### src/core_cfg_pkg.sv
package core_cfg_pkg;

    // Data word width
    localparam int XLEN = 32;

    // Register index width and architectural register count
    localparam int REG_IDX_W = 5;
    localparam int NUM_REGS = 32;

    // One quotient bit per divider iteration
    localparam int DIV_STEPS = XLEN;

endpackage

### src/exec_op_pkg.sv
package exec_op_pkg;
    import core_cfg_pkg::*;

    typedef enum logic [3:0] {
        OP_LI,
        OP_ADD,
        OP_SUB,
        OP_XOR,
        OP_MUL,
        OP_MULHU,
        OP_DIV,
        OP_DIVU,
        OP_REM,
        OP_REMU
    } exec_op_e;

    typedef enum logic [1:0] {
        UNIT_ALU,
        UNIT_MUL,
        UNIT_DIV
    } unit_e;

    // Operation and operands as handed to the multiplier and the divider
    typedef struct packed {
        exec_op_e             op;
        logic [REG_IDX_W-1:0] rd;
        logic [XLEN-1:0]      a;
        logic [XLEN-1:0]      b;
    } issued_op_t;

    function automatic unit_e op_unit(input exec_op_e op);
        unit_e unit;
        unique case (op)
            OP_MUL, OP_MULHU: unit = UNIT_MUL;
            OP_DIV, OP_DIVU, OP_REM, OP_REMU: unit = UNIT_DIV;
            default: unit = UNIT_ALU;
        endcase
        return unit;
    endfunction

endpackage

### src/wb_bus_if.sv
`timescale 1ns/1ps

interface wb_bus_if import core_cfg_pkg::*; ();

    logic                 valid;
    logic                 ready;
    logic [REG_IDX_W-1:0] rd;
    logic [XLEN-1:0]      data;

    // Result producer side
    modport producer (
        output valid,
        output rd,
        output data,
        input  ready
    );

    // Write back arbiter side
    modport arbiter (
        input  valid,
        input  rd,
        input  data,
        output ready
    );

endinterface

### src/mul_unit.sv
`timescale 1ns/1ps

module mul_unit import core_cfg_pkg::*; import exec_op_pkg::*; (
    input  logic       clk,
    input  logic       resetn,

    input  logic       i_valid,
    input  issued_op_t i_op,
    output logic       o_can_accept,

    wb_bus_if.producer mul_bus
);

    logic                 s1_valid_q;
    issued_op_t           s1_op_q;

    logic                 s2_valid_q;
    logic [REG_IDX_W-1:0] s2_rd_q;
    logic                 s2_high_q;
    logic [2*XLEN-1:0]    s2_prod_q;

    logic                 advance;

    // Whole pipe stalls while the result waits for a grant
    assign advance = !s2_valid_q || mul_bus.ready;
    assign o_can_accept = advance || !s1_valid_q;

    always_ff @(posedge clk or negedge resetn) begin
        if (!resetn) begin
            s1_valid_q <= 1'b0;
            s2_valid_q <= 1'b0;
        end else begin
            if (advance) begin
                s2_valid_q <= s1_valid_q;
            end
            if (o_can_accept) begin
                s1_valid_q <= i_valid;
            end
        end
    end

    always_ff @(posedge clk) begin
        if (o_can_accept && i_valid) begin
            s1_op_q <= i_op;
        end
        if (advance && s1_valid_q) begin
            s2_rd_q <= s1_op_q.rd;
            s2_high_q <= s1_op_q.op == OP_MULHU;
            s2_prod_q <= {{XLEN{1'b0}}, s1_op_q.a} * {{XLEN{1'b0}}, s1_op_q.b};
        end
    end

    assign mul_bus.valid = s2_valid_q;
    assign mul_bus.rd = s2_rd_q;
    assign mul_bus.data = s2_high_q ? s2_prod_q[2*XLEN-1:XLEN] : s2_prod_q[XLEN-1:0];

endmodule

### src/flat_wrapper.sv
// flat-port wrapper written by rule: the top's interface ports become plain ports
module mul_unit_flat import core_cfg_pkg::*; import exec_op_pkg::*;
  (clk, resetn, i_valid, i_op, o_can_accept, mul_bus_valid, mul_bus_rd, mul_bus_data, mul_bus_ready);
  wb_bus_if mul_bus_i ();
  input  logic clk;
  input  logic resetn;
  input  logic i_valid;
  input  issued_op_t i_op;
  output logic o_can_accept;
  output wire logic [$bits(mul_bus_i.valid)-1:0] mul_bus_valid;
  output wire logic [$bits(mul_bus_i.rd)-1:0] mul_bus_rd;
  output wire logic [$bits(mul_bus_i.data)-1:0] mul_bus_data;
  input wire logic [$bits(mul_bus_i.ready)-1:0] mul_bus_ready;
  assign mul_bus_valid = mul_bus_i.valid;
  assign mul_bus_rd = mul_bus_i.rd;
  assign mul_bus_data = mul_bus_i.data;
  assign mul_bus_i.ready = mul_bus_ready;
  mul_unit u_core (.clk(clk), .resetn(resetn), .i_valid(i_valid), .i_op(i_op), .o_can_accept(o_can_accept), .mul_bus(mul_bus_i));
endmodule
### config.mk
export PLATFORM = sky130hd
export DESIGN_NAME = mul_unit_flat
export DESIGN_NICKNAME = d
export VERILOG_FILES = /design/src/core_cfg_pkg.sv /design/src/exec_op_pkg.sv /design/src/wb_bus_if.sv /design/src/mul_unit.sv /design/src/flat_wrapper.sv
export SDC_FILE = /design/constraint.sdc
export NUM_CORES = 2
export LEC_CHECK = 0
export BUFFER_PORTS_ARGS = -buffer_cell sky130_fd_sc_hd__buf_2
export CORE_AREA = 2 2 311 313
export DETAILED_ROUTE_END_ITERATION = 8
export DIE_AREA = 0 0 313 315
export PLACE_DENSITY = 0.53
export SYNTH_ARGS = -nofsm -noshare
export SYNTH_HDL_FRONTEND = slang
export SYNTH_SLANG_ARGS = --single-unit
### constraint.sdc
create_clock -name clk -period 19.11 [get_ports clk]
set_input_delay 5.733 -clock clk [delete_from_list [all_inputs] [get_ports clk]]
set_output_delay 5.733 -clock clk [all_outputs]
set_load 0.02 [all_outputs]
# Yosys cells after proc, flatten, opt, wreduce, memory -nomap -nowiden
# Index checks and enable logic that the tools add are counted.
# totals
out_inout_bits,39
wordCells,18
in_bits,77
ff_bits,145
# op_classes
eq_ne,1
n_reduce_logical,6
mux,1
n_mul,1
# op_table
operator,n
$mul A32 B32 Y64,1
$mux W32,1
$eq A4 B3 Y1 const B,1
$logic_and A1 B1 Y1,2
$logic_not A1 Y1,2
$logic_or A1 B1 Y1,2

# Depth between registers and ports, before layout
# logic_depth
ltp_word,4
ltp_mapped,30
depth_no_buf,28

# Least setup slack after synthesis
# No wires, ideal clock.
# synth_path
path_type,input port to output port
startpoint,in mul_bus_ready
endpoint,out o_can_accept
required_ps,13377
setup_slack_ps,7366
stages,1
t_arrival_ps,6011
path_buffers,0
path_cell_list,nand3b_1
# synth_between
elab_chain_len,2
# synth_rtl
element,line_no,text
start: declaration,flat_wrapper.sv:13,input wire logic [$bits(mul_bus_i.ready)-1:0] mul_bus_ready;
$logic_or A1 B1 Y1,mul_unit.sv:25,assign advance = !s2_valid_q || mul_bus.ready;
$logic_or A1 B1 Y1,mul_unit.sv:26,assign o_can_accept = advance || !s1_valid_q;
end: declaration,flat_wrapper.sv:9,output logic o_can_accept;
# No other way between the ends.

# Worst setup path after layout
# Same ends and word-level chain as after synthesis.

==> out/results.txt <==
status: completed
critical-path maximum fanout: 3
die area: 98600 um2
Synth cell types: 62
Placed Cells: 5074
Post-synth ARST share: 1.38%
num ports: 116
Max Cap Violations: 0
most frequent cell after synthesis: fa_1
Yosys reg bits: 145
top cell type's share of synthesized area: 47.3%
global route overflow: 0
Final Instance Area: 40400 um2
leading area contributor after synthesis: fa_1
share of cells above drive strength 1: 7.02%
largest net degree at the start of global routing: 71
clock sink count: 145
post-layout util: 42.2%
Mapped Cells: 3831
drt total wl: 108000 um
max-slew violations: 0
synth top area cells: fa_1, edfxtp_1, and2_1
routed vias: 25500
Tightest Pin Transition: 955 ps
post-CTS sizing: 0
Crit Path Class: input pin to primary output
Clock Latency Late Sink: 530 ps
Max clock buf depth: 2
initial antenna violation count: 3
fin crit period: 11930 ps
Tot GR Track Use: 23.0%
num rows: 114
syn_area_per_cell: 9.90 um2
Synth Cell Area: 37900 um2
DRT antenna net count: 0
detailed placer's ending HPWL: 78000 um
core area: 95700 um2
grt met3 use: 2.93%
Worst EP required: 13380 ps
crit path DAT: 6190 ps
total CTS buffers: 17
Hold Fails Final Rpt: 0
critical path capture point type: primary output
GPL Wtd Cong: 0.828
Multi-input gate area: 29500 um2
Post-synth EDFFs: 143
net count reported at finish: 5053
Synth-to-Final Area Change: 6.54%
DR WL/cell: 21.1 um
final setup vio count: 0
Detailed Route Iter0 Violations: 1415
CTS clock-pin slew for the worst setup and hold paths: 70 ps
Die Width: 313 um
starting density of the core: 39.6%
slew margin rel.: 36.3%
Setup Skew: 26.8 ps
Mapped Nets: 5067
routing usage on met1: 29.7%
period utilization: 62.4%
Port Buffers: 115
Ys Warns: 0
RSZ-0062 raised after global routing: no
ys flop type: edfxtp_1
count of hold-fix buffers inserted at cts: 0
drc violations: 0
Fillers: 9435
global-route wire length before repair: 170000 um
vias in the first global route: 28200
htree depth: 4
DR vias/cell: 5.00
drt pass-1 iters: 5
Reg area: 4340 um2
GR peak layer: met2
dpl cell area: 39800 um2
commonest cells in the netlist: fa_1, inv_1, and2_1
fmax: 0.0838 GHz
clk root buf: clkbuf_16
startpoint types: input pin
fin cells: 5110
GR Util met2: 40.6%
HP Class: flop to flop
sequential fraction of the synthesis area: 11.5%
Fin Setup TNS: 0 ps
# Post-CTS Setup Buffers: 0
Die Y: 315 um
CTS tree: done
cell families (layout without fill, tap and decap cells):
family,after synthesis,count (layout),share of synthesized area (%)
AO/OA/AOI/OAI,199,199,3.68
XOR/XNOR,63,63,1.45
adder cells (fa/ha/maj),1159,1159,56.0
buffers and inverters,1079,1078,10.7
flip-flops,145,145,11.5
multiplexers,32,32,0.950
other,0,4,0
AND/OR/NAND/NOR,1154,1154,15.8
per-layer routing:
metal | vias up | part of all wire, %
li1 | 11200 | -
met2 | 618 | 51
met4 | 0 | 2.8
met1 | 13500 | 42
met5 | - | 0
met3 | 175 | 4.1
path summary, 6_finish.rpt:
check	start	to	slack (ps)	cells past startpoint
worst max-delay path	mul_bus_ready	o_can_accept	7180	3
worst min-delay path	u_core.s1_op_q[66]	u_core.mul_bus.rd[2]	420	0
worst max register to register	u_core.s1_op_q[47]	u_core.s2_prod_q[63]	10910	23
worst min register to register	u_core.s1_op_q[66]	u_core.mul_bus.rd[2]	420	0
max in group asynchronous	resetn	u_core.mul_bus.valid	14020	1
min in group asynchronous	resetn	u_core.s1_valid_q	4990	1
flip-flops by register name (all words and copies together), names as in the netlist:
| register | flops |
|---|---|
| u_core.s1_op_q | 73 |
| u_core.mul_bus.rd | 5 |
| u_core.s2_prod_q | 64 |
| u_core.s1_valid_q | 1 |
| u_core.s2_high_q | 1 |
| u_core.mul_bus.valid | 1 |
worst max-delay path, stage by stage:
cell	delay [ps]
buf_2	100
nand3b_1	180
buf_2	180
cell type report:
cell class	count	area share, %
clock buffer	17	1.05
inverter	865	8.03
antenna	4	0.0248
multi-input combinational	2607	73.1
tap	1276	3.95
timing repair buffer	181	2.65
clock inverter	15	0.480
sequential	145	10.7
stage by stage:
| step | hold WS [ps] | setup slack, ps |
|---|---|---|
| after detailed placement | 405 | 7180 |
| after floorplan | 400 | 7370 |
| after CTS | 423 | 7180 |
| after global placement | 401 | 7170 |
| after global routing | 437 | 7150 |
| final | 421 | 7180 |
cell usage in the layout (no fill, tap or decap), types with 4 or more instances in the layout:
cell type and n:
nand3_1 7, o21bai_1 15, nand2b_1 6, a31oi_1 9, buf_2 115, a21oi_1 57
inv_1 865, o21ai_0 32, xor2_1 23, ha_1 263, a21oi_2 4, a221o_1 8
nor2_1 25, inv_6 4, edfxtp_1 143, inv_8 4, buf_4 66, mux2_2 32
o211ai_1 4, xnor2_1 40, fa_1 896, nand2_1 470, and2_1 599, and3_1 10
nor3_1 6, a21o_1 33, nand4_1 15, diode_2 4, clkbuf_16 17, nor2b_1 4
o21ai_1 5
Power is not shown: default switching activity piles up to over one toggle a cycle in this logic, so the estimate is an artifact.
