File: src/core_cfg_pkg.sv
package core_cfg_pkg;

    // Data word width
    localparam int XLEN = 32;

    // Register index width and architectural register count
    localparam int REG_IDX_W = 5;
    localparam int NUM_REGS = 32;

    // One quotient bit per divider iteration
    localparam int DIV_STEPS = XLEN;

endpackage

File: src/reg_file.sv
`timescale 1ns/1ps

module reg_file import core_cfg_pkg::*; (
    input  logic                 clk,
    input  logic                 resetn,

    input  logic [REG_IDX_W-1:0] i_rs1_sel,
    input  logic [REG_IDX_W-1:0] i_rs2_sel,
    output logic [XLEN-1:0]      o_rs1_data,
    output logic [XLEN-1:0]      o_rs2_data,

    input  logic                 i_we,
    input  logic [REG_IDX_W-1:0] i_w_sel,
    input  logic [XLEN-1:0]      i_w_data
);

    // x0 has no storage
    logic [XLEN-1:0] regs [1:NUM_REGS-1];

    always_ff @(posedge clk or negedge resetn) begin
        if (!resetn) begin
            for (int i = 1; i < NUM_REGS; i++) begin
                regs[i] <= '0;
            end
        end else if (i_we && i_w_sel != '0) begin
            regs[i_w_sel] <= i_w_data;
        end
    end

    assign o_rs1_data = (i_rs1_sel == '0) ? '0 : regs[i_rs1_sel];
    assign o_rs2_data = (i_rs2_sel == '0) ? '0 : regs[i_rs2_sel];

endmodule

File: config.mk
export PLATFORM = sky130hd
export DESIGN_NAME = reg_file
export DESIGN_NICKNAME = d
export VERILOG_FILES = /design/src/core_cfg_pkg.sv /design/src/reg_file.sv
export SDC_FILE = /design/constraint.sdc
export NUM_CORES = 2
export LEC_CHECK = 0
export BUFFER_PORTS_ARGS = -buffer_cell sky130_fd_sc_hd__buf_2
export CORE_MARGIN = 4
export CORE_UTILIZATION = 30
export DETAILED_ROUTE_END_ITERATION = 6
export SYNTH_ARGS = -nofsm -noshare
export SYNTH_HDL_FRONTEND = slang
export SYNTH_SLANG_ARGS = --single-unit
File: constraint.sdc
create_clock -name clk -period 3.7 [get_ports clk]
set_input_delay 0.74 -clock clk [delete_from_list [all_inputs] [get_ports clk]]
set_output_delay 0.74 -clock clk [all_outputs]
set_load 0.005 [all_outputs]
After elaboration in Yosys (flattened, before gate mapping):

Cells that the tools add are included.
Widths: inputs -> output; s select.

* register bits after elaboration: 992
* bits of input ports: 50
* output and inout bits: 64
* word-level logic and storage cells: 54

* magnitude comparators: 4
* mux-type cells: 11
* bitwise logic cells: 3
* reduce and logical (&&, ||, !) cells: 5

Operator list (count)
* $bwmux 992: 1
* $bmux 32 s5: 2
* $mux 32: 7
* $demux 32 s5: 1
* $ge 6x6->1 const B: 3
* $not 5->6: 3
* $logic_not 5->1: 2
* $lt 6x1->1 const B: 1
* $reduce_bool 5->1: 1
* $logic_and 1x1->1: 2

Logic depth before layout (Yosys ltp):

* depth in word-level cells: 6
* depth in mapped cells: 8

Least setup slack after synthesis:

Ideal clock, no wire load.

* path kind: input to output
* start: input i_rs1_sel[0]
* end: output o_rs1_data[0]
* arrival time: 2.185 ns
* slack: 0.775 ns
* stages on the path: 7
* buffers on the path: 3
* path through: buf_6 > buf_4 > buf_2 > mux2_2 > a221o_1 > o211ai_1 > o211ai_1

* longest elaborated chain between the ends: 5

Ends and longest elaborated chain
* start: declaration: RTL line reg_file.sv:7 `input logic [REG_IDX_W-1:0] i_rs1_sel,`
* $not 5->6 (implied by the code): RTL line reg_file.sv:30 `assign o_rs1_data = (i_rs1_sel == '0) ? '0 : regs[i_rs1_sel];`
* $bmux 32 s5: RTL line reg_file.sv:30
* $mux 32 (implied by the code) (2 in a row): RTL line reg_file.sv:30
* $mux 32 *: RTL line reg_file.sv:30
* end: declaration: RTL line reg_file.sv:9 `output logic [XLEN-1:0] o_rs1_data,`

Every way passes the cells marked *; elsewhere a longest branch is shown, timed or not. The select of a mux whose other input is x is not followed.

Worst setup path after layout:

* start: input i_rs2_sel[1]
* end: output o_rs2_data[3]

* longest elaborated chain between the ends: 5

Ends and longest elaborated chain
* start: declaration: RTL line reg_file.sv:8 `input logic [REG_IDX_W-1:0] i_rs2_sel,`
* $not 5->6 (implied by the code): RTL line reg_file.sv:31 `assign o_rs2_data = (i_rs2_sel == '0) ? '0 : regs[i_rs2_sel];`
* $bmux 32 s5: RTL line reg_file.sv:31
* $mux 32 (implied by the code) (2 in a row): RTL line reg_file.sv:31
* $mux 32 *: RTL line reg_file.sv:31
* end: declaration: RTL line reg_file.sv:10 `output logic [XLEN-1:0] o_rs2_data,`

Marks and branches as above.

==> flow_metrics.env <==
export IMPL_synthMuxAreaShare=0.434
export IMPL_drt_pass1_iterations=6
export IMPL_synth_simple_gate_area_frac=0.0205
export IMPL_critical_path_class="in2out"
export IMPL_place_hpwl_um=112000
export IMPL_fp_dieH_um=430
export IMPL_synthArstFlopShare=1.00
export IMPL_top_register="regs"
export IMPL_rsz0062_at_grt="no"
export IMPL_drt_wl_total_um=181000
export IMPL_ios=114
export IMPL_worst_setup_path_end_kind="output port"
export IMPL_cts_num_sinks=992
export IMPL_min_path_type="reg2reg"
export IMPL_cap_violations=0
export IMPL_grt_overflow=0
export IMPL_fin_crit_sh=0.974
export IMPL_synth_compound_area_frac=0.0451
export IMPL_seq_area_frac_synth=0.464
export IMPL_vdd_ir_drop_max_mv=0.342
export IMPL_crit_arrival_ps=2860
export IMPL_cp_start_kind="input pin"
export IMPL_clkLatencyLatePin_ps=720
export IMPL_slowest_stage="a2111oi_0"
export IMPL_drive_gt1_frac=0.531
export IMPL_synth_top_family_by_area="multiplexers"
export IMPL_reg2reg_depth=1
export IMPL_synth_flop_cell="dfrtp_1"
export IMPL_start_util=0.303
export IMPL_track_usage=0.192
export IMPL_r2r_start="regs[516]$_DFFE_PN0P_"
export IMPL_nets=3732
export IMPL_wl_per_cell_um=29.5
export IMPL_globalplace_congestion=0.802
export IMPL_drtAntennaViolNets=0
export IMPL_first_global_vias=35900
export IMPL_path_clk_slew_ps=60
export IMPL_critPathLaunch="i_rs2_sel[1]"
export IMPL_drt_iter0_drc=2500
export IMPL_p_per_area_nw_per_um2=527
export IMPL_synth_edf_count=0
export IMPL_cp_max_fo=19
export IMPL_synth_warnings=0
export IMPL_yosysUniqueCellTypes=46
export IMPL_largestRegisters="regs x992"
export IMPL_clockRootBuffer="clkbuf_16"
export IMPL_fin_crit_ps=3600
export IMPL_synthAdderAreaFrac=0
export IMPL_setup_viol=0
export IMPL_antenna_found_initial=20
export IMPL_synth_xor_area_frac=0
export IMPL_tightest_slew_ps=906
export IMPL_cp_cell_sequence="buf_8, buf_12, buf_4, mux2i_1, o22ai_1, a2111oi_0, a211oi_1, buf_2"
export IMPL_post_cts_resized=0
export IMPL_crit_end="o_rs2_data[3]"
export IMPL_clock_skew_ps=0
export IMPL_syn_area_um2=53500
export IMPL_grt_pass1_wl_um=263000
export IMPL_dp_cells=5911
export IMPL_numCtsBuffers=108
export IMPL_largest_reg_flops=992
export IMPL_final_util=0.350
export IMPL_fmax_ghz=0.278
export IMPL_layoutNonFillerInstCount=6115
export IMPL_syn2layout_area_growth_pct=15.6
export IMPL_power_total_w=0.0326
export IMPL_drcViolationCount=0
export IMPL_die_w_um=430
export IMPL_hold_ws_ps=506
export IMPL_r2r_slack_ps=2890
export IMPL_hold_viol=0
export IMPL_timing_rr_end="regs[516]$_DFFE_PN0P_"
export IMPL_max_stage_delay_ps=640
export IMPL_ys_ff_latch=992
export IMPL_io_buffers=113
export IMPL_fin_setup_tns_ps=0
export IMPL_routed_via_density=5.67
export IMPL_avgSynthCellArea_um2=14.8
export IMPL_leakagePower_nw=26.7
export IMPL_crit_required_ps=2960
export IMPL_drv_slew=0
export IMPL_vias=34700
export IMPL_status="complete, no violations"
export IMPL_num_fill_cells=16900
export IMPL_grt_start_max_net_pins=83
export IMPL_cts_max_level=3
export IMPL_slew_headroom=0.396
export IMPL_syn_num_nets=3662
export IMPL_core_um2=177000
export IMPL_netlist_instances=3612
export IMPL_clockBufferDepth=3
export IMPL_dieArea_um2=185000
export IMPL_rows=154
export IMPL_cts_tree="done"
==> power breakdown <==
part / switching (W) / internal [W]
Sequential: 0.00159 / 0.0130
Clock: 0.00469 / 0.00654
Combinational: 0.00275 / 0.00406
==> through the flow <==
stage / setup slack, ps / cell area (um^2)
detailed placement: 107 / 58200
CTS: 106 / 61800
finish: 97.1 / 61800
global route: 28.6 / 61800
floorplan: 775 / 53500
global placement: 124 / 58200
==> logic make-up (layout without fill, tap and decap cells) <==
group / count (synthesis) / in the layout
AO/OA/AOI/OAI: 303 / 303
buffers and inverters: 401 / 562
AND/OR/NAND/NOR: 203 / 203
flip-flops: 992 / 992
multiplexers: 1713 / 1713
other: 0 / 2
==> what timing repair did <==
action                                 4_1_cts  5_1_grt
hold buffers                                 1        0
endpoints found under the hold margin       19        0
setup buffers                                0        0
==> worst min path at each step <==
stage | startpoint | depth (start not counted) | to
after floorplan | resetn | 0 | regs[0]$_DFFE_PN0P_
after global placement | regs[777]$_DFFE_PN0P_ | 1 | regs[777]$_DFFE_PN0P_
after detailed placement | regs[774]$_DFFE_PN0P_ | 1 | regs[774]$_DFFE_PN0P_
after CTS | regs[774]$_DFFE_PN0P_ | 1 | regs[774]$_DFFE_PN0P_
after global routing | regs[796]$_DFFE_PN0P_ | 1 | regs[796]$_DFFE_PN0P_
final | regs[774]$_DFFE_PN0P_ | 1 | regs[774]$_DFFE_PN0P_
==> placed cells by master (no fill, tap or decap), drive strengths merged, types with 2 or more instances in the layout <==
master       n
a22o         4
o31a        28
o22a        16
a221oi      43
nor2b       44
nor3        33
dfrtp      992
nand4b       2
and2         3
mux2i      267
o21ai        8
clkbuf     164
clkinvlp     6
and2b        2
nand3       16
or3          7
mux4       377
a22oi      102
a31oi        2
buf        350
bufinv       7
inv         12
nand2b       9
and3        29
a221o       17
o22ai       18
diode        2
a2111oi     10
mux2      1069
nor2        34
nand2       21
o32ai        8
or2          2
o211ai      32
a211oi       4
clkinv      22
o21a         8
==> metal layers <==
layer  vias up  part of all wire  GRT usage
met5         -           0.00064          0
met4        16             0.044     0.0819
met3       394             0.056     0.0306
met2      1259              0.50      0.329
met1     18900              0.40      0.241
li1      14100                 -          -
==> critical path, delay by kind of cell <==
kind | cells | cell delay (ps)
compound gates | 3 | 920
mux | 1 | 290
buf+inv | 4 | 880
==> Yosys cell counts, types with 2 or more instances <==
cell type	n	area share
buf_4	38	0.0053
a211oi_1	4	0.00056
o21a_1	8	0.0011
o211ai_1	32	0.0045
a31oi_1	2	0.00023
o22ai_1	18	0.0021
and2_1	3	0.00035
and2b_1	2	0.00028
a221oi_1	43	0.0070
inv_1	7	0.00049
buf_1	16	0.0011
nand4b_1	2	0.00033
a22o_1	4	0.00065
o32ai_1	8	0.0013
nor2_1	33	0.0023
and3_1	29	0.0034
nand2b_1	9	0.0011
nand2_1	21	0.0015
or3_1	7	0.00082
a2111oi_0	10	0.0016
mux2i_1	267	0.050
mux2_2	1050	0.22
a221o_1	17	0.0032
dfrtp_1	992	0.46
a22oi_1	102	0.014
o21ai_0	8	0.00075
or2_2	2	0.00023
mux4_2	377	0.16
buf_6	14	0.0029
buf_2	162	0.015
nand3_1	16	0.0015
o31a_1	28	0.0046
mux2_1	19	0.0040
clkbuf_1	161	0.011
nor2b_1	44	0.0051
nor3_1	32	0.0030
o22a_1	16	0.0026
==> final cells by class <==
type                    instances  area, um^2  area share
well taps                    2340        2930      0.0473
repair buffers                352        3450      0.0557
clock buffers                 163        3250      0.0526
inverters                       9        33.8    0.000546
flip-flops and latches        992       24800       0.401
clock inverters                38         422     0.00682
multi-input cells            2219       26900       0.436
diodes                          2        5.00   0.0000809
(Power assumes the default switching activity.)
