===== src/core_cfg_pkg.sv =====
package core_cfg_pkg;

    // Data word width
    localparam int XLEN = 32;

    // Register index width and architectural register count
    localparam int REG_IDX_W = 5;
    localparam int NUM_REGS = 32;

    // One quotient bit per divider iteration
    localparam int DIV_STEPS = XLEN;

endpackage


===== src/exec_op_pkg.sv =====
package exec_op_pkg;
    import core_cfg_pkg::*;

    typedef enum logic [3:0] {
        OP_LI,
        OP_ADD,
        OP_SUB,
        OP_XOR,
        OP_MUL,
        OP_MULHU,
        OP_DIV,
        OP_DIVU,
        OP_REM,
        OP_REMU
    } exec_op_e;

    typedef enum logic [1:0] {
        UNIT_ALU,
        UNIT_MUL,
        UNIT_DIV
    } unit_e;

    // Operation and operands as handed to the multiplier and the divider
    typedef struct packed {
        exec_op_e             op;
        logic [REG_IDX_W-1:0] rd;
        logic [XLEN-1:0]      a;
        logic [XLEN-1:0]      b;
    } issued_op_t;

    function automatic unit_e op_unit(input exec_op_e op);
        unit_e unit;
        unique case (op)
            OP_MUL, OP_MULHU: unit = UNIT_MUL;
            OP_DIV, OP_DIVU, OP_REM, OP_REMU: unit = UNIT_DIV;
            default: unit = UNIT_ALU;
        endcase
        return unit;
    endfunction

endpackage


===== src/wb_bus_if.sv =====
`timescale 1ns/1ps

interface wb_bus_if import core_cfg_pkg::*; ();

    logic                 valid;
    logic                 ready;
    logic [REG_IDX_W-1:0] rd;
    logic [XLEN-1:0]      data;

    // Result producer side
    modport producer (
        output valid,
        output rd,
        output data,
        input  ready
    );

    // Write back arbiter side
    modport arbiter (
        input  valid,
        input  rd,
        input  data,
        output ready
    );

endinterface


===== src/div_unit.sv =====
`timescale 1ns/1ps

module div_unit import core_cfg_pkg::*; import exec_op_pkg::*; (
    input  logic       clk,
    input  logic       resetn,

    input  logic       i_valid,
    input  issued_op_t i_op,
    output logic       o_busy,

    wb_bus_if.producer div_bus
);

    logic                         busy_q;
    logic                         done_q;
    logic [$clog2(DIV_STEPS)-1:0] step_q;

    logic [XLEN-1:0]              quo_q;
    logic [XLEN-1:0]              rem_q;
    logic [XLEN-1:0]              divisor_q;
    logic [REG_IDX_W-1:0]         rd_q;
    logic                         use_rem_q;
    logic                         q_neg_q;
    logic                         r_neg_q;

    logic                         is_signed;
    logic                         a_neg;
    logic                         b_neg;
    logic [XLEN-1:0]              mag_a;
    logic [XLEN-1:0]              mag_b;
    logic [XLEN:0]                rem_shift;
    logic [XLEN:0]                trial;

    assign is_signed = i_op.op inside {OP_DIV, OP_REM};
    assign a_neg = is_signed && i_op.a[XLEN-1];
    assign b_neg = is_signed && i_op.b[XLEN-1];
    assign mag_a = a_neg ? -i_op.a : i_op.a;
    assign mag_b = b_neg ? -i_op.b : i_op.b;

    // Shift in the next dividend bit, then try to subtract
    assign rem_shift = {rem_q, quo_q[XLEN-1]};
    assign trial = rem_shift - {1'b0, divisor_q};

    // Stays busy until the result has been handed over
    assign o_busy = busy_q || done_q;

    always_ff @(posedge clk or negedge resetn) begin
        if (!resetn) begin
            busy_q <= 1'b0;
            done_q <= 1'b0;
            step_q <= '0;
        end else if (i_valid && !o_busy) begin
            busy_q <= 1'b1;
            step_q <= '0;
        end else if (busy_q) begin
            step_q <= step_q + 1'b1;
            if (int'(step_q) == DIV_STEPS - 1) begin
                busy_q <= 1'b0;
                done_q <= 1'b1;
            end
        end else if (done_q && div_bus.ready) begin
            done_q <= 1'b0;
        end
    end

    always_ff @(posedge clk) begin
        if (i_valid && !o_busy) begin
            quo_q <= mag_a;
            rem_q <= '0;
            divisor_q <= mag_b;
            rd_q <= i_op.rd;
            use_rem_q <= i_op.op inside {OP_REM, OP_REMU};
            // Divide by zero keeps the all-ones quotient
            q_neg_q <= (a_neg ^ b_neg) && i_op.b != '0;
            r_neg_q <= a_neg;
        end else if (busy_q) begin
            if (!trial[XLEN]) begin
                rem_q <= trial[XLEN-1:0];
                quo_q <= {quo_q[XLEN-2:0], 1'b1};
            end else begin
                rem_q <= rem_shift[XLEN-1:0];
                quo_q <= {quo_q[XLEN-2:0], 1'b0};
            end
        end
    end

    assign div_bus.valid = done_q;
    assign div_bus.rd = rd_q;
    assign div_bus.data = use_rem_q ? (r_neg_q ? -rem_q : rem_q)
                                    : (q_neg_q ? -quo_q : quo_q);

endmodule


===== src/flat_wrapper.sv =====
// flat-port wrapper written by rule: the top's interface ports become plain ports
module div_unit_flat import core_cfg_pkg::*; import exec_op_pkg::*;
  (clk, resetn, i_valid, i_op, o_busy, div_bus_valid, div_bus_rd, div_bus_data, div_bus_ready);
  wb_bus_if div_bus_i ();
  input  logic clk;
  input  logic resetn;
  input  logic i_valid;
  input  issued_op_t i_op;
  output logic o_busy;
  output wire logic [$bits(div_bus_i.valid)-1:0] div_bus_valid;
  output wire logic [$bits(div_bus_i.rd)-1:0] div_bus_rd;
  output wire logic [$bits(div_bus_i.data)-1:0] div_bus_data;
  input wire logic [$bits(div_bus_i.ready)-1:0] div_bus_ready;
  assign div_bus_valid = div_bus_i.valid;
  assign div_bus_rd = div_bus_i.rd;
  assign div_bus_data = div_bus_i.data;
  assign div_bus_i.ready = div_bus_ready;
  div_unit u_core (.clk(clk), .resetn(resetn), .i_valid(i_valid), .i_op(i_op), .o_busy(o_busy), .div_bus(div_bus_i));
endmodule

===== config.mk =====
export PLATFORM = sky130hd
export DESIGN_NAME = div_unit_flat
export DESIGN_NICKNAME = d
export VERILOG_FILES = /design/src/core_cfg_pkg.sv /design/src/exec_op_pkg.sv /design/src/wb_bus_if.sv /design/src/div_unit.sv /design/src/flat_wrapper.sv
export SDC_FILE = /design/constraint.sdc
export NUM_CORES = 1
export LEC_CHECK = 0
export ABC_AREA = 0
export BUFFER_PORTS_ARGS = -buffer_cell sky130_fd_sc_hd__buf_2
export CORE_UTILIZATION = 40
export CTS_BUF_LIST = sky130_fd_sc_hd__clkbuf_16
export DETAILED_ROUTE_END_ITERATION = 10
export PLACE_DENSITY_LB_ADDON = 0.3
export SYNTH_ARGS = -nofsm -noshare
export SYNTH_HDL_FRONTEND = slang
export SYNTH_SLANG_ARGS = --single-unit

===== constraint.sdc =====
create_clock -name clk -period 4.62 [get_ports clk]
set_input_delay 0.462 -clock clk [delete_from_list [all_inputs] [get_ports clk]]
set_output_delay 0.462 -clock clk [all_outputs]
set_load 0.005 [all_outputs]

# After elaboration in Yosys (flattened, before gate mapping)
# Cells that the tools add are included.
dict set report totals {
  in_bits 77
  output_inout_bits 39
  ff_bits 111
  wordCells 53
}
dict set report op_classes {
  bitwise 2
  mux 17
  n_reduce_logical 13
  addsub 6
  eq_ne 5
}
# op n
set ops {}
lappend ops {{32-bit 2-to-1 mux} 8}
lappend ops {{32-bit negator} 4}
lappend ops {{33-bit by 32-bit subtractor with 33-bit output} 1}
lappend ops {{32-bit nonzero test} 1}
lappend ops {{5-bit 2-to-1 mux} 2}
lappend ops {{4-bit equality test (second input constant)} 2}
lappend ops {{2-bit nonzero test} 4}
lappend ops {{1-bit 2-to-1 mux} 7}
lappend ops {{5-bit by 1-bit adder with 5-bit output (second input constant)} 1}
lappend ops {{5-bit by 1-bit equality test with 1-bit output (second input constant)} 1}
lappend ops {{1-bit logical AND} 5}
lappend ops {{4-bit by 3-bit equality test with 1-bit output (second input constant)} 1}
lappend ops {{3-bit AND reduction} 1}
lappend ops {{2-bit != test (second input constant)} 1}
lappend ops {{1-bit zero test} 1}
lappend ops {{1-bit logical OR} 1}
lappend ops {{1-bit inverter} 1}
lappend ops {{1-bit bitwise XOR} 1}

# Depth between registers and ports, before layout
dict set report depth {
  ltp_word 5
  depth_mapped 13
  depth_no_buf 12
}

# Worst setup path after synthesis
# No wires, ideal clock.
dict set report synth_timing {
  path_type {reg-to-output}
  startpoint {register u_core.quo_q[8]}
  endpoint {output port div_bus_data[29]}
  arrival_ns 2.854
  path_slack_ns 1.304
  stages_incl_launch_ff 9
  n_path_buf 0
  required_time_ns 4.158
  path_cell_list {edfxtp_1 or4_4 or3_4 or3_4 or3_4 or3_4 o41ai_2 xor2_1 mux2i_1}
}
dict set report synth_via {
  elab_chain_cells 3
}
# element line
set synth_rtl {}
lappend synth_rtl {{start, declared} div_unit.sv:18} ;# logic [XLEN-1:0] quo_q;
lappend synth_rtl {{start signal, assigned} div_unit.sv:68} ;# quo_q <= mag_a;
lappend synth_rtl {{start signal, assigned} div_unit.sv:79} ;# quo_q <= {quo_q[XLEN-2:0], 1'b1};
lappend synth_rtl {{start signal, assigned} div_unit.sv:82} ;# quo_q <= {quo_q[XLEN-2:0], 1'b0};
lappend synth_rtl {{32-bit negator} div_unit.sv:90} ;# : (q_neg_q ? -quo_q : quo_q);
lappend synth_rtl {{32-bit 2-to-1 mux} div_unit.sv:90}
lappend synth_rtl {{32-bit 2-to-1 mux} div_unit.sv:89} ;# assign div_bus.data = use_rem_q ? (r_neg_q ? -rem_q : rem_q)
lappend synth_rtl {{end, declared} flat_wrapper.sv:12} ;# output wire logic [$bits(div_bus_i.data)-1:0] div_bus_data;
# Every way passes these cells.

# Worst setup path after layout
dict set report layout_timing {
  startpoint {register u_core.rem_q[6]}
  endpoint {output port div_bus_data[26]}
}
dict set report layout_via {
  elab_chain_cells 3
}
# element line
set layout_rtl {}
lappend layout_rtl {{start, declared} div_unit.sv:19} ;# logic [XLEN-1:0] rem_q;
lappend layout_rtl {{start signal, assigned} div_unit.sv:78} ;# rem_q <= trial[XLEN-1:0];
lappend layout_rtl {{start signal, assigned} div_unit.sv:81} ;# rem_q <= rem_shift[XLEN-1:0];
lappend layout_rtl {{32-bit negator} div_unit.sv:89}
lappend layout_rtl {{32-bit 2-to-1 mux (2 in series)} div_unit.sv:89}
# Every way passes these cells.

==> impl_metrics.yaml <==
synthesis:
  synthMuxAreaShare: 0.01017
  syn_inst: 1064
  yosysWarnings: 0
  synthTopCellsByArea: "edfxtp_1, xnor2_1, dfxtp_1, xor2_1, o21ai_0"
  synth_fa_ha_area_frac: 0.05595
  synth_compound_area_frac: 0.2212
  synth_xor_area_frac: 0.1474
  ys_seq_elements: 111
  seq_area_frac_synth: 0.3363
  async_flop_share: 0.06306
  synthFlopType: "edfxtp_1"
  synthDistinctLibCells: 61
  synth_edf_count: 72
  synth_top_area_share: 0.2441
  synth_top_family_by_area: "compound AO/OA/AOI/OAI gates"
  synth_area_leader_cell: "edfxtp_1"
  avgSynthCellArea_um2: 8.323
  syn-cell-area_um2: 8856
  synth-simple-area-share: 0.1814
  synth_fp_nets: 1180
grt:
  overflow: 0
  grt_pass1_vias: 7373
  grt_pass1_wl_um: 37200
  antenna_found_initial: 0
  grt_start_max_net_pins: 65
  grt_usage: 0.2087
timing:
  fin_ws_ns: 0.5334
  holdWs_ns: 0.2741
  fin_crit_sh: 0.8845
  fmax_mhz: 244.7
  slew_violations: 0
  period_minus_slack_ns: 4.087
  max_slew_margin: 0.3464
  finalSetupViolCount: 0
  rsz0062_at_grt: "false"
  hold_viol_final: 0
  finalSetupTns_ns: 0
  tightest_slew_ns: 0.9803
  fin_skew_ns: 0.009865
clocking:
  clk_transition_reported_paths_ns: 0.07
  clockRootBuffer: "clkbuf_16"
  cts_htree_levels: 3
  cts_buffers: 9
  insertion_delay_ns: 0.36
  cts_max_path_buffers: 2
  cts_tree: "done"
  cts_sinks: 111
floorplanning:
  dieArea_um2: 22740
  rows: 54
  ioPinCount: 116
  start_util: 0.4071
  core-area_um2: 21760
  die-height_um: 150.8
  fp.dieW_um: 150.8
final_layout:
  drive_above_1_share: 0.1348
  area_growth_pct: 12.36
  fin_nets: 1261
  antenna_cells: 0
  finish.instance_area_um2: 9951
power:
  max-vdd-ir-drop_v: 0.0002859
  p_per_area_nw_per_um2: 621.8
  leakage_uw: 0.003942
  power_uw: 6188
worst_setup_path:
  critPathMaxFanout: 8
  worst_ep_required_time_ns: 4.16
  cp-end-kind: "output pin"
  cp.arrival_ns: 3.62
  critPathKind: "flop to output pin"
  cp-start-kind: "flop"
route:
  antenna_left: 0
  drc: 0
  dr.pass1.iters: 5
  wire_per_inst_um: 16.30
  routed_wl_um: 23310
  via_count: 7984
  drtIter0Drc: 520
  routed_via_density: 5.583
place:
  portBuffers: 115
  dpl-instance-area_um2: 9658
  hpwlAfterDp_um: 17780
  gp_congestion: 0.9018
  dp_slack_ns: 0.9256
flow_run:
  cap_violations: 0
outcome:
  status: "completed"
min_path:
  hp-class: "primary input to flop"
[through the flow]
| stage | utilization | std cells |
|---|---|---|
| 2_1_floorplan | - | 1064 |
| 3_3_place_gp | 0.4439 | 1413 |
| 3_5_place_dp | 0.4439 | 1413 |
| 4_1_cts | 0.4574 | 1430 |
| 5_1_grt | 0.4574 | 1430 |
| 6_report | 0.4574 | 1430 |
[sequential cells by signal (all words and copies together), names as in the netlist]
register and flops:
u_core.quo_q 32, u_core.q_neg_q 1, u_core.use_rem_q 1, u_core.rem_q 32
u_core.step_q 5, u_core.div_bus.rd 5, u_core.div_bus.valid 1, u_core.busy_q 1
u_core.divisor_q 32, u_core.r_neg_q 1
[layer usage]
metal / up-vias / routed length (um) / part of all wire / global-route usage
met5: - / 0 / 0 / 0
met1: 3751 / 10340 / 0.44 / 0.2721
met3: 34 / 998 / 0.043 / 0.03343
li1: 4001 / - / - / -
met4: 0 / 538 / 0.023 / 0.06500
met2: 198 / 11430 / 0.49 / 0.3525
[power by group]
| group | leakage, uW | switching [uW] | internal, uW |
|---|---|---|---|
| registers | 0.00104 | 536 | 1530 |
| clock network | 0.000143 | 368 | 413 |
| logic | 0.00275 | 1920 | 1430 |
[cells in the final DEF, fill, tap and decap left out, types with 8 or more instances in the layout]
cell       instances
xnor2_1           78
o31ai_1           29
edfxtp_1          72
nand4_1            8
o41ai_1           17
or3_1             14
nor2_1            70
buf_2            115
nor2b_1           11
nand2b_1           8
a21o_1            10
o311ai_0          12
nor3_1            18
dfxtp_1           32
a32oi_1            9
nand3_1           28
ha_1              38
mux2i_1            9
a21oi_1           72
nand2_1          132
o21ai_0          111
clkbuf_16          9
or4_1             14
inv_1             57
buf_4              8
xor2_1            70
[area by class of cell]
cell class / count / area, um2
tap: 280 / 350.3
inverter: 56 / 210.2
clock inverter: 7 / 57.56
multi-input combinational: 842 / 5464
fill: 2180 / 11810
timing repair buffer: 125 / 665.6
clock buffer: 9 / 225.2
sequential: 111 / 2978
[logic make-up after synthesis]
kind of cell / Yosys count
buf+inv: 111
mux: 9
flops: 111
fa+ha+maj: 39
compound gates: 309
xor+xnor: 149
simple gates: 336
[path summary, 6_finish.rpt]
check,slack (ns),depth (start not counted),end,startpoint
hold / removal,0.27,2,u_core.div_bus.valid,div_bus_ready
max in group asynchronous,4.01,2,u_core.div_bus.valid,resetn
setup / recovery,0.53,10,div_bus_data[26],u_core.rem_q[6]
hold reg to reg,0.55,2,u_core.rem_q[0],u_core.quo_q[31]
setup reg to reg,0.91,11,u_core.rem_q[29],u_core.rem_q[6]
min in group asynchronous,0.45,2,u_core.step_q[2],resetn
[critical path, cell delays in order, from the launching register on]
cell and delay [ns]:
dfxtp_1 0.39, or4_1 0.63, or4_1 0.52, nor3_1 0.38, nand2_1 0.12, or3_1 0.38, o31ai_1 0.26, xnor2_1 0.15
nand2_1 0.07, o21ai_0 0.18, buf_2 0.19
[Yosys cell counts, types with 17 or more instances]
cell type / n
clkbuf_1: 48
nor3_1: 18
inv_1: 55
nand3_1: 28
dfxtp_1: 32
o21ai_0: 111
edfxtp_1: 72
xnor2_1: 78
nand2_1: 132
nor2_1: 70
ha_1: 38
o31ai_1: 29
xor2_1: 71
o41ai_1: 17
a21oi_1: 72
[what timing repair did]
item	4_1_cts	5_1_grt
hold endpoints to repair	7	0
hold buffers	1	0
gates resized for setup	0	0
setup buffers	0	0
setup endpoints to repair	0	0
Note: power is estimated with default switching activity, not from simulation.
