===== src/core_cfg_pkg.sv =====
package core_cfg_pkg;

    // Data word width
    localparam int XLEN = 32;

    // Register index width and architectural register count
    localparam int REG_IDX_W = 5;
    localparam int NUM_REGS = 32;

    // One quotient bit per divider iteration
    localparam int DIV_STEPS = XLEN;

endpackage


===== src/wb_bus_if.sv =====
`timescale 1ns/1ps

interface wb_bus_if import core_cfg_pkg::*; ();

    logic                 valid;
    logic                 ready;
    logic [REG_IDX_W-1:0] rd;
    logic [XLEN-1:0]      data;

    // Result producer side
    modport producer (
        output valid,
        output rd,
        output data,
        input  ready
    );

    // Write back arbiter side
    modport arbiter (
        input  valid,
        input  rd,
        input  data,
        output ready
    );

endinterface


===== src/wb_arbiter.sv =====
`timescale 1ns/1ps

module wb_arbiter import core_cfg_pkg::*; (
    input  logic                 clk,
    input  logic                 resetn,

    wb_bus_if.arbiter            div_bus,
    wb_bus_if.arbiter            mul_bus,
    wb_bus_if.arbiter            alu_bus,

    output logic                 o_wb_valid,
    output logic [REG_IDX_W-1:0] o_wb_rd,
    output logic [XLEN-1:0]      o_wb_data
);

    logic                 sel_valid;
    logic [REG_IDX_W-1:0] sel_rd;
    logic [XLEN-1:0]      sel_data;

    // Divider always wins
    assign div_bus.ready = 1'b1;
    assign mul_bus.ready = !div_bus.valid;
    assign alu_bus.ready = !div_bus.valid && !mul_bus.valid;

    always_comb begin
        sel_valid = 1'b1;
        if (div_bus.valid) begin
            sel_rd = div_bus.rd;
            sel_data = div_bus.data;
        end else if (mul_bus.valid) begin
            sel_rd = mul_bus.rd;
            sel_data = mul_bus.data;
        end else begin
            sel_valid = alu_bus.valid;
            sel_rd = alu_bus.rd;
            sel_data = alu_bus.data;
        end
    end

    // Results for x0 are taken but never written back
    always_ff @(posedge clk or negedge resetn) begin
        if (!resetn) begin
            o_wb_valid <= 1'b0;
        end else begin
            o_wb_valid <= sel_valid && sel_rd != '0;
        end
    end

    always_ff @(posedge clk) begin
        if (sel_valid) begin
            o_wb_rd <= sel_rd;
            o_wb_data <= sel_data;
        end
    end

endmodule


===== src/flat_wrapper.sv =====
// flat-port wrapper written by rule: the top's interface ports become plain ports
module wb_arbiter_flat import core_cfg_pkg::*;
  (clk, resetn, o_wb_valid, o_wb_rd, o_wb_data, div_bus_valid, div_bus_rd, div_bus_data, div_bus_ready, mul_bus_valid, mul_bus_rd, mul_bus_data, mul_bus_ready, alu_bus_valid, alu_bus_rd, alu_bus_data, alu_bus_ready);
  wb_bus_if div_bus_i ();
  wb_bus_if mul_bus_i ();
  wb_bus_if alu_bus_i ();
  input  logic clk;
  input  logic resetn;
  output logic o_wb_valid;
  output logic [REG_IDX_W-1:0] o_wb_rd;
  output logic [XLEN-1:0] o_wb_data;
  input wire logic [$bits(div_bus_i.valid)-1:0] div_bus_valid;
  input wire logic [$bits(div_bus_i.rd)-1:0] div_bus_rd;
  input wire logic [$bits(div_bus_i.data)-1:0] div_bus_data;
  output wire logic [$bits(div_bus_i.ready)-1:0] div_bus_ready;
  input wire logic [$bits(mul_bus_i.valid)-1:0] mul_bus_valid;
  input wire logic [$bits(mul_bus_i.rd)-1:0] mul_bus_rd;
  input wire logic [$bits(mul_bus_i.data)-1:0] mul_bus_data;
  output wire logic [$bits(mul_bus_i.ready)-1:0] mul_bus_ready;
  input wire logic [$bits(alu_bus_i.valid)-1:0] alu_bus_valid;
  input wire logic [$bits(alu_bus_i.rd)-1:0] alu_bus_rd;
  input wire logic [$bits(alu_bus_i.data)-1:0] alu_bus_data;
  output wire logic [$bits(alu_bus_i.ready)-1:0] alu_bus_ready;
  assign div_bus_i.valid = div_bus_valid;
  assign div_bus_i.rd = div_bus_rd;
  assign div_bus_i.data = div_bus_data;
  assign div_bus_ready = div_bus_i.ready;
  assign mul_bus_i.valid = mul_bus_valid;
  assign mul_bus_i.rd = mul_bus_rd;
  assign mul_bus_i.data = mul_bus_data;
  assign mul_bus_ready = mul_bus_i.ready;
  assign alu_bus_i.valid = alu_bus_valid;
  assign alu_bus_i.rd = alu_bus_rd;
  assign alu_bus_i.data = alu_bus_data;
  assign alu_bus_ready = alu_bus_i.ready;
  wb_arbiter u_core (.clk(clk), .resetn(resetn), .div_bus(div_bus_i), .mul_bus(mul_bus_i), .alu_bus(alu_bus_i), .o_wb_valid(o_wb_valid), .o_wb_rd(o_wb_rd), .o_wb_data(o_wb_data));
endmodule

===== config.mk =====
export PLATFORM = sky130hd
export DESIGN_NAME = wb_arbiter_flat
export DESIGN_NICKNAME = d
export VERILOG_FILES = /design/src/core_cfg_pkg.sv /design/src/wb_bus_if.sv /design/src/wb_arbiter.sv /design/src/flat_wrapper.sv
export SDC_FILE = /design/constraint.sdc
export NUM_CORES = 1
export LEC_CHECK = 0
export BUFFER_PORTS_ARGS = -buffer_cell sky130_fd_sc_hd__buf_2
export CORE_UTILIZATION = 42
export CTS_CLUSTER_DIAMETER = 100
export DETAILED_ROUTE_END_ITERATION = 10
export GPL_TIMING_DRIVEN = 0
export PLACE_DENSITY_LB_ADDON = 0.15
export SLEW_MARGIN = 20
export SYNTH_ARGS = -nofsm -noshare
export SYNTH_HDL_FRONTEND = slang
export SYNTH_SLANG_ARGS = --single-unit

===== constraint.sdc =====
create_clock -name clk -period 1.9 [get_ports clk]
set_clock_uncertainty 0.1 [all_clocks]
set_input_delay 0.095 -clock clk [delete_from_list [all_inputs] [get_ports clk]]
set_output_delay 0.095 -clock clk [all_outputs]
set_load 0.01 [all_outputs]

# Word level (Yosys, flattened, before mapping)
# Cells that the tools add are included.
# word_totals
ff_bits	38
in_bits	116
elab_cells	14
# classes
n_mux	6
n_reduce_logical	5
# ops
op	n
32-bit 2-to-1 mux	2
5-bit 2-to-1 mux	2
5-bit nonzero test	1
1-bit logical AND	2
1-bit zero test	2
1-bit 2-to-1 mux	2

# Logic depth before layout (Yosys ltp)
# Gate-level depths: netlist (run 1).
# logic_depth
ltp_word	4
depth_mapped	5
depth_no_buf	4

# Worst setup path after synthesis (run 1)
# OpenSTA, ideal clock, no wires.
# synth_path
path_kind	input -> register
startpoint	input port div_bus_valid
endpoint	register u_core.o_wb_data[0] (enable)
setup_ns	0.396
arrival_ns	1.137
required_ns	1.404
setup_slack_ns	0.267
stages	2
path_buffers	1
path_cell_list	buf_2 -> or3_1
# synth_via
elab_chain_len	1
# synth_lines
element	line_no	source
start: declaration	flat_wrapper.sv:12	input wire logic [$bits(div_bus_i.valid)-1:0] div_bus_valid;
1-bit 2-to-1 mux	wb_arbiter.sv:27	if (div_bus.valid) begin
named net u_core.sel_valid	wb_arbiter.sv:16	logic sel_valid;
end signal: assignment	wb_arbiter.sv:52	o_wb_data <= sel_data;
end: declaration	wb_arbiter.sv:13	output logic [XLEN-1:0] o_wb_data
# The timed path passes the listed nets, and every way through them passes these cells.
# A chain may end at the register's enable or synchronous reset.

# Worst setup path in the final report (run 1)
# layout_path
startpoint	input port div_bus_valid
endpoint	output port alu_bus_ready
# layout_via
elab_chain_len	2
# layout_lines
element	line_no	source
1-bit zero test	wb_arbiter.sv:23	assign alu_bus.ready = !div_bus.valid && !mul_bus.valid;
1-bit logical AND	wb_arbiter.sv:23	
end: declaration	flat_wrapper.sv:23	output wire logic [$bits(alu_bus_i.ready)-1:0] alu_bus_ready;
# No other way between the ends.

==> summary.md, run 1 <==
| Metric | Value |
|---|---|
| H-tree levels | 2 |
| Maximum VDD drop | 0.493 mV |
| Die width | 69.8 µm |
| Critical Path Slowest Stage Cell | buf_1 |
| Drt first pass iters | 4 |
| Tcrit/Tclk final | 0.777 |
| Die area | 4870 µm² |
| Area Growth Syn to Fin | 58.1% |
| Vias per cell | 4.81 |
| Static Leak | 1.54 nW |
| Vias | 1,930 |
| Post-CTS Resized | 0 |
| CTS tree | done |
| First-pass GRT wire length | 8.24 mm |
| Fmax | 678 MHz |
| Pre-CTS setup slack | around 0.12 ns |
| IO Port Bufs | 155 |
| Syn. warnings | 0 |
| Commonest non-fill, non-tap cell in the layout | buf_2 |
| CP peak stage delay | 0.37 ns |
| Antenna violations before repair | 0 |
| Worst-path clk slew | 0.07 ns |
| Largest net degree at the start of global routing | 21 |
| Max clock buf depth | 2 |
| CP Capture Type | output port |
| Final Max Tran Viols | 0 |
| Vias in the first global route | 1,856 |
| Crit-path cells | buf_2 -> buf_2 -> buf_2 -> buf_1 -> nor2_1 -> buf_2 |
| RD Place Congestion | 0.750 |
| Share of post-route cells with drive strength above 1 | 0.490 |
| Top cell by count, worst path | buf_2 |
| Syn_nets | 284 |
| Post-synthesis cell area | 1930 µm² |
| Floorplan core area | around 4400 µm² |
| Final Hold Vio Count | 0 |
| Crit start category | input pin |
| Worst hold slack | 0.00203 ns |
| Final min period | 1.48 ns |
| CTS Root Cell | clkbuf_8 |
| Setup WS post-layout | 0.424 ns |
| Distinct cells, synth | 16 |
| # Post-CTS Setup Buffers | 0 |
| Final setup TNS | 0 ns |
| DRT iter0 DRCs | 105 |
| GRT Util Overall | 0.219 |
| Nets | 464 |
| Num rows | 24 |
| Worst setup path class | input pin to output port |
| Worst Path Max Fanout | 10 |
| Synthesized flop and latch total | 38 |
| Post-CTS Hold Buffers | 17 |
| Post-route ant nets | 0 |
| Sequential share of the synthesized area | 0.589 |
| Hold path start | div_bus_data[7] |
| Pwr/cell area | 672 nW/µm² |
| # DRC | 0 |
| Count of clock tree sinks | 38 |
| Initial core utilization | 0.440 |
| Mean area per synthesized cell | approximately 11 µm² |
| Total power | 0.00205 W |
| Status | finished, final reports clean |
| Critical Path AT | approximately 1.3 ns |
| Worst Path Required | 1.70 ns |
| Cells after Synth | about 170 |
| CP delay by family, top | buffers and inverters |
| Most frequent cells in the layout | 160 x buf_2, 37 x mux2i_1, 37 x nand2_1, 37 x edfxtp_1, 35 x o21ai_1 |
| DIE HEIGHT | 69.8 µm |
| Routed len/inst | 12.9 µm |
| Core Util, Final | 0.696 |
| Type of the worst min-delay path | input pin to register |
| Cts bufs inserted | 5 |
| Setup violations, final | 0 |
| Unrepaired setup endpoints after global routing | no |
| Congestion Overflow GR | 0 |
| Io pins | 157 |
| DP HPWL | 3.79 mm |
| Critical Path Start | div_bus_valid |
| ANT cells | 0 |
| Final WL | 5.18 mm |
| WP buf/inv | 5 |
| Max-Cap Viols | 0 |
## through the flow
stage	std cells	instance area (µm²)
2_1_floorplan	168	1930
3_3_place_gp	375	2770
3_5_place_dp	376	2800
4_1_cts	401	3050
5_1_grt	401	3050
6_report	401	3050
## sequential cells by signal (all words and copies together) (netlist names)
register	cells
u_core.o_wb_rd	5
u_core.o_wb_valid	1
u_core.o_wb_data	32
## tightest hold or removal path, stage by stage
cell	delay (ns)
buf_2	0.08
nand2_1	0.04
o21ai_1	0.06
## cells by family (layout without fill, tap and decap cells)
group           count (synthesis)  in the layout  share of synthesized area
compound gates                 38             38                     0.0999
buf+inv                        14            195                     0.0363
flops                          38             38                      0.589
mux                            37             37                      0.192
other cells                     1              1                    0.00194
simple gates                   40             40                     0.0811
## synthesized netlist by cell type
cell	n	area, µm²
nand2_1	37	139
nor2_1	1	3.75
or3_1	1	6.26
o21ai_0	2	10.0
buf_2	5	25.0
buf_1	6	22.5
dfrtp_1	1	25.0
buf_4	1	7.51
o21a_1	1	7.51
buf_6	1	11.3
inv_2	1	3.75
edfxtp_1	37	1110
mux2i_1	37	370
conb_1	1	3.75
or4_1	1	7.51
o21ai_1	35	175
## power by group
group / leakage (nW) / internal, W / switching, W
logic: 1.10 / 0.000246 / 0.000231
registers: 0.401 / 0.00103 / 0.0000200
clock network: 0.0426 / 0.000252 / 0.000272
## routing by layer
metal / global-route usage / part of all wire
met2: 0.408 / 0.53
met5: 0 / 0
met1: 0.227 / 0.37
met3: 0.0669 / 0.082
met4: 0.0822 / 0.017
## final timing paths
kind / depth (start not counted) / slack (ns) / to
min in group asynchronous: 2 / 0.01 / u_core.o_wb_valid
max: 6 / 0.42 / alu_bus_ready
min: 3 / 0.002 / u_core.o_wb_data[7]
max in group asynchronous: 2 / 1.61 / u_core.o_wb_valid
## area by class of cell
cell class,count,area [µm²]
Timing Repair Buffer,173,973
Sequential cell,38,1140
Tap cell,52,65.1
Fill cell,350,1330
Clock buffer,6,72.6
Buffer,13,66.3
Clock inverter,2,8.76
Inverter,1,3.75
Multi-Input combinational cell,116,724
(Power assumes the default switching activity.)
==> run 2, diff against run 1 <==
--- a/config.mk
+++ b/config.mk
@@ -5,8 +5,9 @@
 export SDC_FILE = /design/constraint.sdc
 export NUM_CORES = 1
 export LEC_CHECK = 0
+export ABC_AREA = 1
 export BUFFER_PORTS_ARGS = -buffer_cell sky130_fd_sc_hd__buf_2
-export CORE_UTILIZATION = 42
+export CORE_UTILIZATION = 35
 export CTS_CLUSTER_DIAMETER = 100
 export DETAILED_ROUTE_END_ITERATION = 10
 export GPL_TIMING_DRIVEN = 0
==> constraint.sdc (replaced) <==
create_clock -name clk -period 1.2 [get_ports clk]
set_clock_uncertainty 0.1 [all_clocks]
set_input_delay 0.06 -clock clk [delete_from_list [all_inputs] [get_ports clk]]
set_output_delay 0.06 -clock clk [all_outputs]
set_load 0.01 [all_outputs]
==> summary.md, run 2 <==
| Metric | Value |
|---|---|
| DP HPWL | 4.20 mm |
| Vias | 2,192 |
| Critical Path Slowest Stage Cell | dlygate4sd3_1 |
| Io pins | 157 |
| Pre-CTS setup slack | -0.671 ns |
| Fill cells | a little over 500 |
| Post-DP Area | 2850 µm² |
| Drt first pass iters | 4 |
| Floorplan core area | 5270 µm² |
| Vias per cell | roughly 4.7 |
| Register area | about 1100 µm² |
| CP Capture Type | register |
| Vias in the first global route | 2,164 |
| ANT cells | 0 |
| Multi-input logic area | around 700 µm² |
| Biggest regs | u_core.o_wb_data x32, u_core.o_wb_rd x5, u_core.o_wb_valid x1 |
| Share of post-route cells with drive strength above 1 | 0.456 |
| Fmax | 912 MHz |
| Failing checks | negative hold slack |
| Post-route insts no fill | 469 |
| Setup WS post-layout | 0.104 ns |
| Synth top area share | 0.564 |
| DIE HEIGHT | 77.0 µm |
| Unrepaired setup endpoints after global routing | no |
| Synthesized flop and latch total | 38 |
| Critical Path AT | ~1.2 ns |
| Synth area leaders | edfxtp_1 56%, a21oi_1 16%, nand2_1 8.8% |
| Syn. warnings | 0 |
| Maximum VDD drop | 0.445 mV |
| Yosys top cell by area | edfxtp_1 |
| DRT iter0 DRCs | 119 |
| Levels on crit path | 6 |
| Final WL | 5.86 mm |
| CP peak stage delay | 0.53 ns |
| Initial core utilization | 0.374 |
| Type of the worst min-delay path | input pin to register |
| Worst Path Max Fanout | 2 |
| Static Leak | 1.50 nW |
| Most frequent cells in the layout | 157 x buf_2, 64 x a21oi_1, 46 x nand2_1 |
| Nets | 514 |
| Congestion Overflow GR | 0 |
| Crit-path cells | dlygate4sd3_1 -> buf_2 -> o21ai_0 -> nand2_1 -> nor2_1 -> nor2_1 |
| Crit start category | input pin |
| Count of clock tree sinks | 38 |
| Critical Path Start | div_bus_rd[1] |
| Largest net degree at the start of global routing | 14 |
| Antenna violations before repair | 0 |
| Final Max Tran Viols | 0 |
| Post-CTS Hold Buffers | 11 |
| Total placed cells including tap cells | approximately 440 |
| Final Hold Vio Count | 1 |
| CTS tree | done |
| Register with the most flip-flops | u_core.o_wb_data |
| Worst Path Required | 1.27 ns |
| Distinct cells, synth | 19 |
| First-pass GRT wire length | 9.40 mm |
| Tcrit/Tclk final | 0.914 |
| RD Place Congestion | 0.751 |
| Status | complete, but fails checks |
| Num rows | 26 |
| Syn_nets | 336 |
| Commonest non-fill, non-tap cell in the layout | buf_2 |
| Cts bufs inserted | 5 |
| H-tree levels | 2 |
| Die area | between 5000 and 6000 µm² |
| Top-count cell post-synth | a21oi_1 |
| Max-Cap Viols | 0 |
| Max clock buf depth | 2 |
| Die width | 77.0 µm |
| WP buf/inv | 2 |
| # DRC | 0 |
| Pwr/cell area | 1060 nW/µm² |
| Worst setup path class | input pin to register |
| Setup violations, final | 0 |
| Post-route ant nets | 0 |
| Final instance area | 3090 µm² |
| Post-synth EDFFs | 37 |
| Synth top cells by count | 64 x a21oi_1, 46 x nand2_1, 37 x edfxtp_1 |
| Top FF cell, synth | edfxtp_1 |
| CP delay by family, top | buffers and inverters |
| Worst hold slack | -0.0351 ns |
| Routed len/inst | 12.5 µm |
| Final min period | 1.10 ns |
| Core Util, Final | 0.586 |
| CTS Root Cell | clkbuf_8 |
| Max FFs per register | 32 |
| Mean area per synthesized cell | 8.95 µm² |
| IO Port Bufs | 154 |
| Async set or reset register ratio after synthesis | 0.0263 |
| CP endpoint | u_core.o_wb_valid |
| Sequential share of the synthesized area | 0.577 |
| Post-synthesis cell area | 1970 µm² |
| GRT Util Overall | 0.203 |
| Area Growth Syn to Fin | 56.7% |
| Worst-path clk slew | 0.07 ns |
| Top cell by count, worst path | nor2_1 |
| Cells after Synth | 220 |
## run 2: final cells by class
class	count	share of cell area
plain buffers	16	0.0381
clock buffers	5	0.0223
clock inverters	3	0.00365
inverters	8	0.0118
multi-input cells	158	0.228
flip-flops and latches	38	0.368
well taps	70	0.0284
repair buffers	170	0.298
repair inverters	1	0.00243
## run 2: where the power goes
group          total, W  leakage (nW)  internal (W)  switching (W)
sequential      0.00166         0.390       0.00163      0.0000313
clock          0.000814        0.0407      0.000388       0.000426
combinational  0.000785          1.07      0.000380       0.000405
total           0.00326          1.50       0.00240       0.000862
## run 2: how the worst min path moves through the flow
stage                        startpoint                 to  slack (ns)  cells after the start
after global routing      alu_bus_valid  u_core.o_wb_valid       -0.01                      3
after global placement           resetn  u_core.o_wb_valid       -0.27                      1
after CTS                 alu_bus_valid  u_core.o_wb_valid       -0.03                      3
final                     alu_bus_valid  u_core.o_wb_valid       -0.04                      3
after floorplan                  resetn  u_core.o_wb_valid       -0.34                      0
after detailed placement         resetn  u_core.o_wb_valid       -0.26                      1
## run 2: cell families after synthesis
group | count (synthesis) | synth area share
DFF | 38 | 0.577
AOI/OAI and AO/OA | 66 | 0.168
other | 1 | 0.00190
and+or+nand+nor | 91 | 0.182
buffers and inverters | 24 | 0.0718
## run 2: timing repair
item,in CTS,in global routing
setup endpoints to repair,37,0
setup buffers,5,0
resized for setup,1,0
hold endpoints to repair,11,1
## run 2: metrics by stage
step	TNS [ns]	power [W]
4_1_cts	0	0.00330
3_5_place_dp	-24.78	0.00244
3_3_place_gp	-23.76	0.00243
5_1_grt	0	0.00344
6_report	0	0.00326
2_1_floorplan	-8.65	0.00204
## run 2: metal layers
layer / track usage / part of all wire
met5: 0 / 0
met2: 0.370 / 0.49
met4: 0.0774 / 0.018
met1: 0.225 / 0.40
met3: 0.0548 / 0.090
==> run 3, diff against run 2 <==
--- a/config.mk
+++ b/config.mk
@@ -7,7 +7,11 @@
 export LEC_CHECK = 0
 export ABC_AREA = 1
 export BUFFER_PORTS_ARGS = -buffer_cell sky130_fd_sc_hd__buf_2
-export CORE_UTILIZATION = 35
+export CELL_PAD_IN_SITES_DETAIL_PLACEMENT = 1
+export CELL_PAD_IN_SITES_GLOBAL_PLACEMENT = 1
+export CORE_ASPECT_RATIO = 0.75
+export CORE_MARGIN = 8
+export CORE_UTILIZATION = 24
 export CTS_CLUSTER_DIAMETER = 100
 export DETAILED_ROUTE_END_ITERATION = 10
 export GPL_TIMING_DRIVEN = 0
==> summary.md, run 3 (same netlist as run 2, synthesis figures left out) <==
| Metric | Value |
|---|---|
| Commonest non-fill, non-tap cell in the layout | buf_2 |
| Max FFs per register | 32 |
| Register with the most flip-flops | u_core.o_wb_data |
| Max transition margin | 0.663 |
| H-tree levels | 2 |
| Pwr/cell area | 1060 nW/µm² |
| Met2 Usage GRT | 0.243 |
| Antenna violations before repair | 0 |
| ANT cells | 0 |
| Crit start category | input pin |
| Worst Path Required | between 1 and 1.5 ns |
| Post-CTS Hold Buffers | 16 |
| Fill cells | 1,013 |
| Maximum VDD drop | 0.472 mV |
| Setup violations, final | 0 |
| Measured slew at the worst slew-check pin | 0.506 ns |
| Congestion Overflow GR | 0 |
| Failing checks | negative hold slack |
| Status | complete, but fails checks |
| Max clock buf depth | 2 |
| Floorplan core area | just under 8000 µm² |
| Worst setup path class | input pin to register |
| Die area | 11,400 µm² |
| Io pins | 157 |
| Critical Path AT | 1.01 ns |
| Final min period | 1.06 ns |
| Vias in the first global route | 2,547 |
| Tcrit/Tclk final | 0.881 |
| Pre-CTS setup slack | -0.755 ns |
| Count of clock tree sinks | 38 |
| Grt met1 use | 0.167 |
| Routed len/inst | 16.8 µm |
| Static Leak | between 1.5 and 2 nW |
| CP Capture Type | register |
| Max-Cap Viols | 0 |
| Area Growth Syn to Fin | 61.4% |
| GRT Util Overall | 0.144 |
| Final Max Tran Viols | 0 |
| Fmax | approximately 950 MHz |
| Critical Path Slowest Stage Cell | nor3_4 |
| Unrepaired setup endpoints after global routing | no |
| Nets | 517 |
| Vias per cell | roughly 4.5 |
| IO Port Bufs | 154 |
| Largest net degree at the start of global routing | 20 |
| Top Usage Layer GRT | met2 |
| Final Hold Vio Count | 1 |
| DRT iter0 DRCs | 82 |
| Drt first pass iters | 4 |
| Die width | 121 µm |
| First-pass GRT wire length | 13.0 mm |
| CTS Root Cell | clkbuf_8 |
| Num rows | 28 |
| Final WL | 8.54 mm |
| Share of post-route cells with drive strength above 1 | 0.450 |
| WP buf/inv | 4 |
| # DRC | 0 |
| Type of the worst min-delay path | input pin to register |
| Most frequent cells in the layout | 157 x buf_2, 64 x a21oi_1, 46 x nand2_1 |
| CTS tree | done |
| DP HPWL | 6.37 mm |
| Vias | 2,264 |
| Grt met3 use | 0.0650 |
| Setup WS post-layout | 0.142 ns |
| Initial core utilization | 0.249 |
| Worst-path clk slew | 0.08 ns |
| Cts bufs inserted | 5 |
| CP delay by family, top | buffers and inverters |
| Worst Path Max Fanout | 19 |
| RD Place Congestion | 0.713 |
| Post-route ant nets | 0 |
| Biggest regs | u_core.o_wb_data x32, u_core.o_wb_rd x5, u_core.o_wb_valid x1 |
| CP peak stage delay | between 0.2 and 0.3 ns |
| Worst hold slack | -0.0265 ns |
| DIE HEIGHT | between 90 and 100 µm |
| Crit-path cells | buf_2 -> buf_4 -> nor3_4 -> clkinvlp_4 -> buf_12 |
run 3: cell types whose count changed in the layout (fill, tap and decap cells not counted):
cell	delta
dlygate4sd3_1	+5
clkbuf_1	+1
clkinv_1	-2
buf_12	+1
buf_4	-3
clkinv_2	+1
run 3: worst min-delay path, delay by kind of cell:
family / cells / cell delay, ns
buffers and inverters: 1 / 0.10
and+or+nand+nor: 2 / 0.16
run 3: timing repair:
action,CTS,global route
setup endpoints to repair,37,0
hold endpoints to repair,16,1
setup buffers,3,0
resized for setup,1,0
run 3: stage by stage:
stage / std cells / instance area (µm²) / util / TNS [ns] / total power [W]
final: 507 / 3180 / 0.402 / 0 / 0.00337
after global routing: 507 / 3180 / 0.402 / 0 / 0.00356
after CTS: 507 / 3180 / 0.402 / 0 / 0.00342
after detailed placement: 479 / 2900 / 0.366 / -27.85 / 0.00248
after global placement: 479 / 2900 / 0.366 / -28.53 / 0.00246
after floorplan: 220 / 1990 / - / -8.65 / 0.00204
run 3: where the power goes:
group          total, W  switching, W  leakage (nW)  internal [W]
Combinational  0.000826      0.000435          1.09      0.000391
Clock          0.000879      0.000478        0.0426      0.000401
Sequential      0.00166     0.0000341         0.390       0.00163
run 3: final cells by class:
| type | instances | area (µm²) | area share |
|---|---|---|---|
| Buffer | 16 | 118 | 0.0370 |
| Clock buffer | 6 | 72.6 | 0.0228 |
| Clock inverter | 2 | 8.76 | 0.00275 |
| Inverter | 8 | 36.3 | 0.0114 |
| Multi-Input combinational cell | 158 | 703 | 0.221 |
| Sequential cell | 38 | 1140 | 0.357 |
| Tap cell | 105 | 131 | 0.0413 |
| Timing Repair Buffer | 173 | 966 | 0.304 |
| Timing Repair inverter | 1 | 7.51 | 0.00236 |
run 3: per-layer routing:
| metal | vias up | share of wire |
|---|---|---|
| met4 | 0 | 0.0062 |
| met1 | 1042 | 0.43 |
| li1 | 1107 | - |
| met2 | 108 | 0.45 |
| met3 | 7 | 0.11 |
| met5 | - | 0 |
run 3: worst paths after layout:
check | depth (start not counted) | slack [ns] | start | end
setup / recovery | 5 | 0.14 | mul_bus_valid | u_core.o_wb_data[11]
hold / removal | 3 | -0.03 | alu_bus_valid | u_core.o_wb_valid
max in group asynchronous | 3 | 0.39 | resetn | u_core.o_wb_valid
min in group asynchronous | 3 | 0.51 | resetn | u_core.o_wb_valid
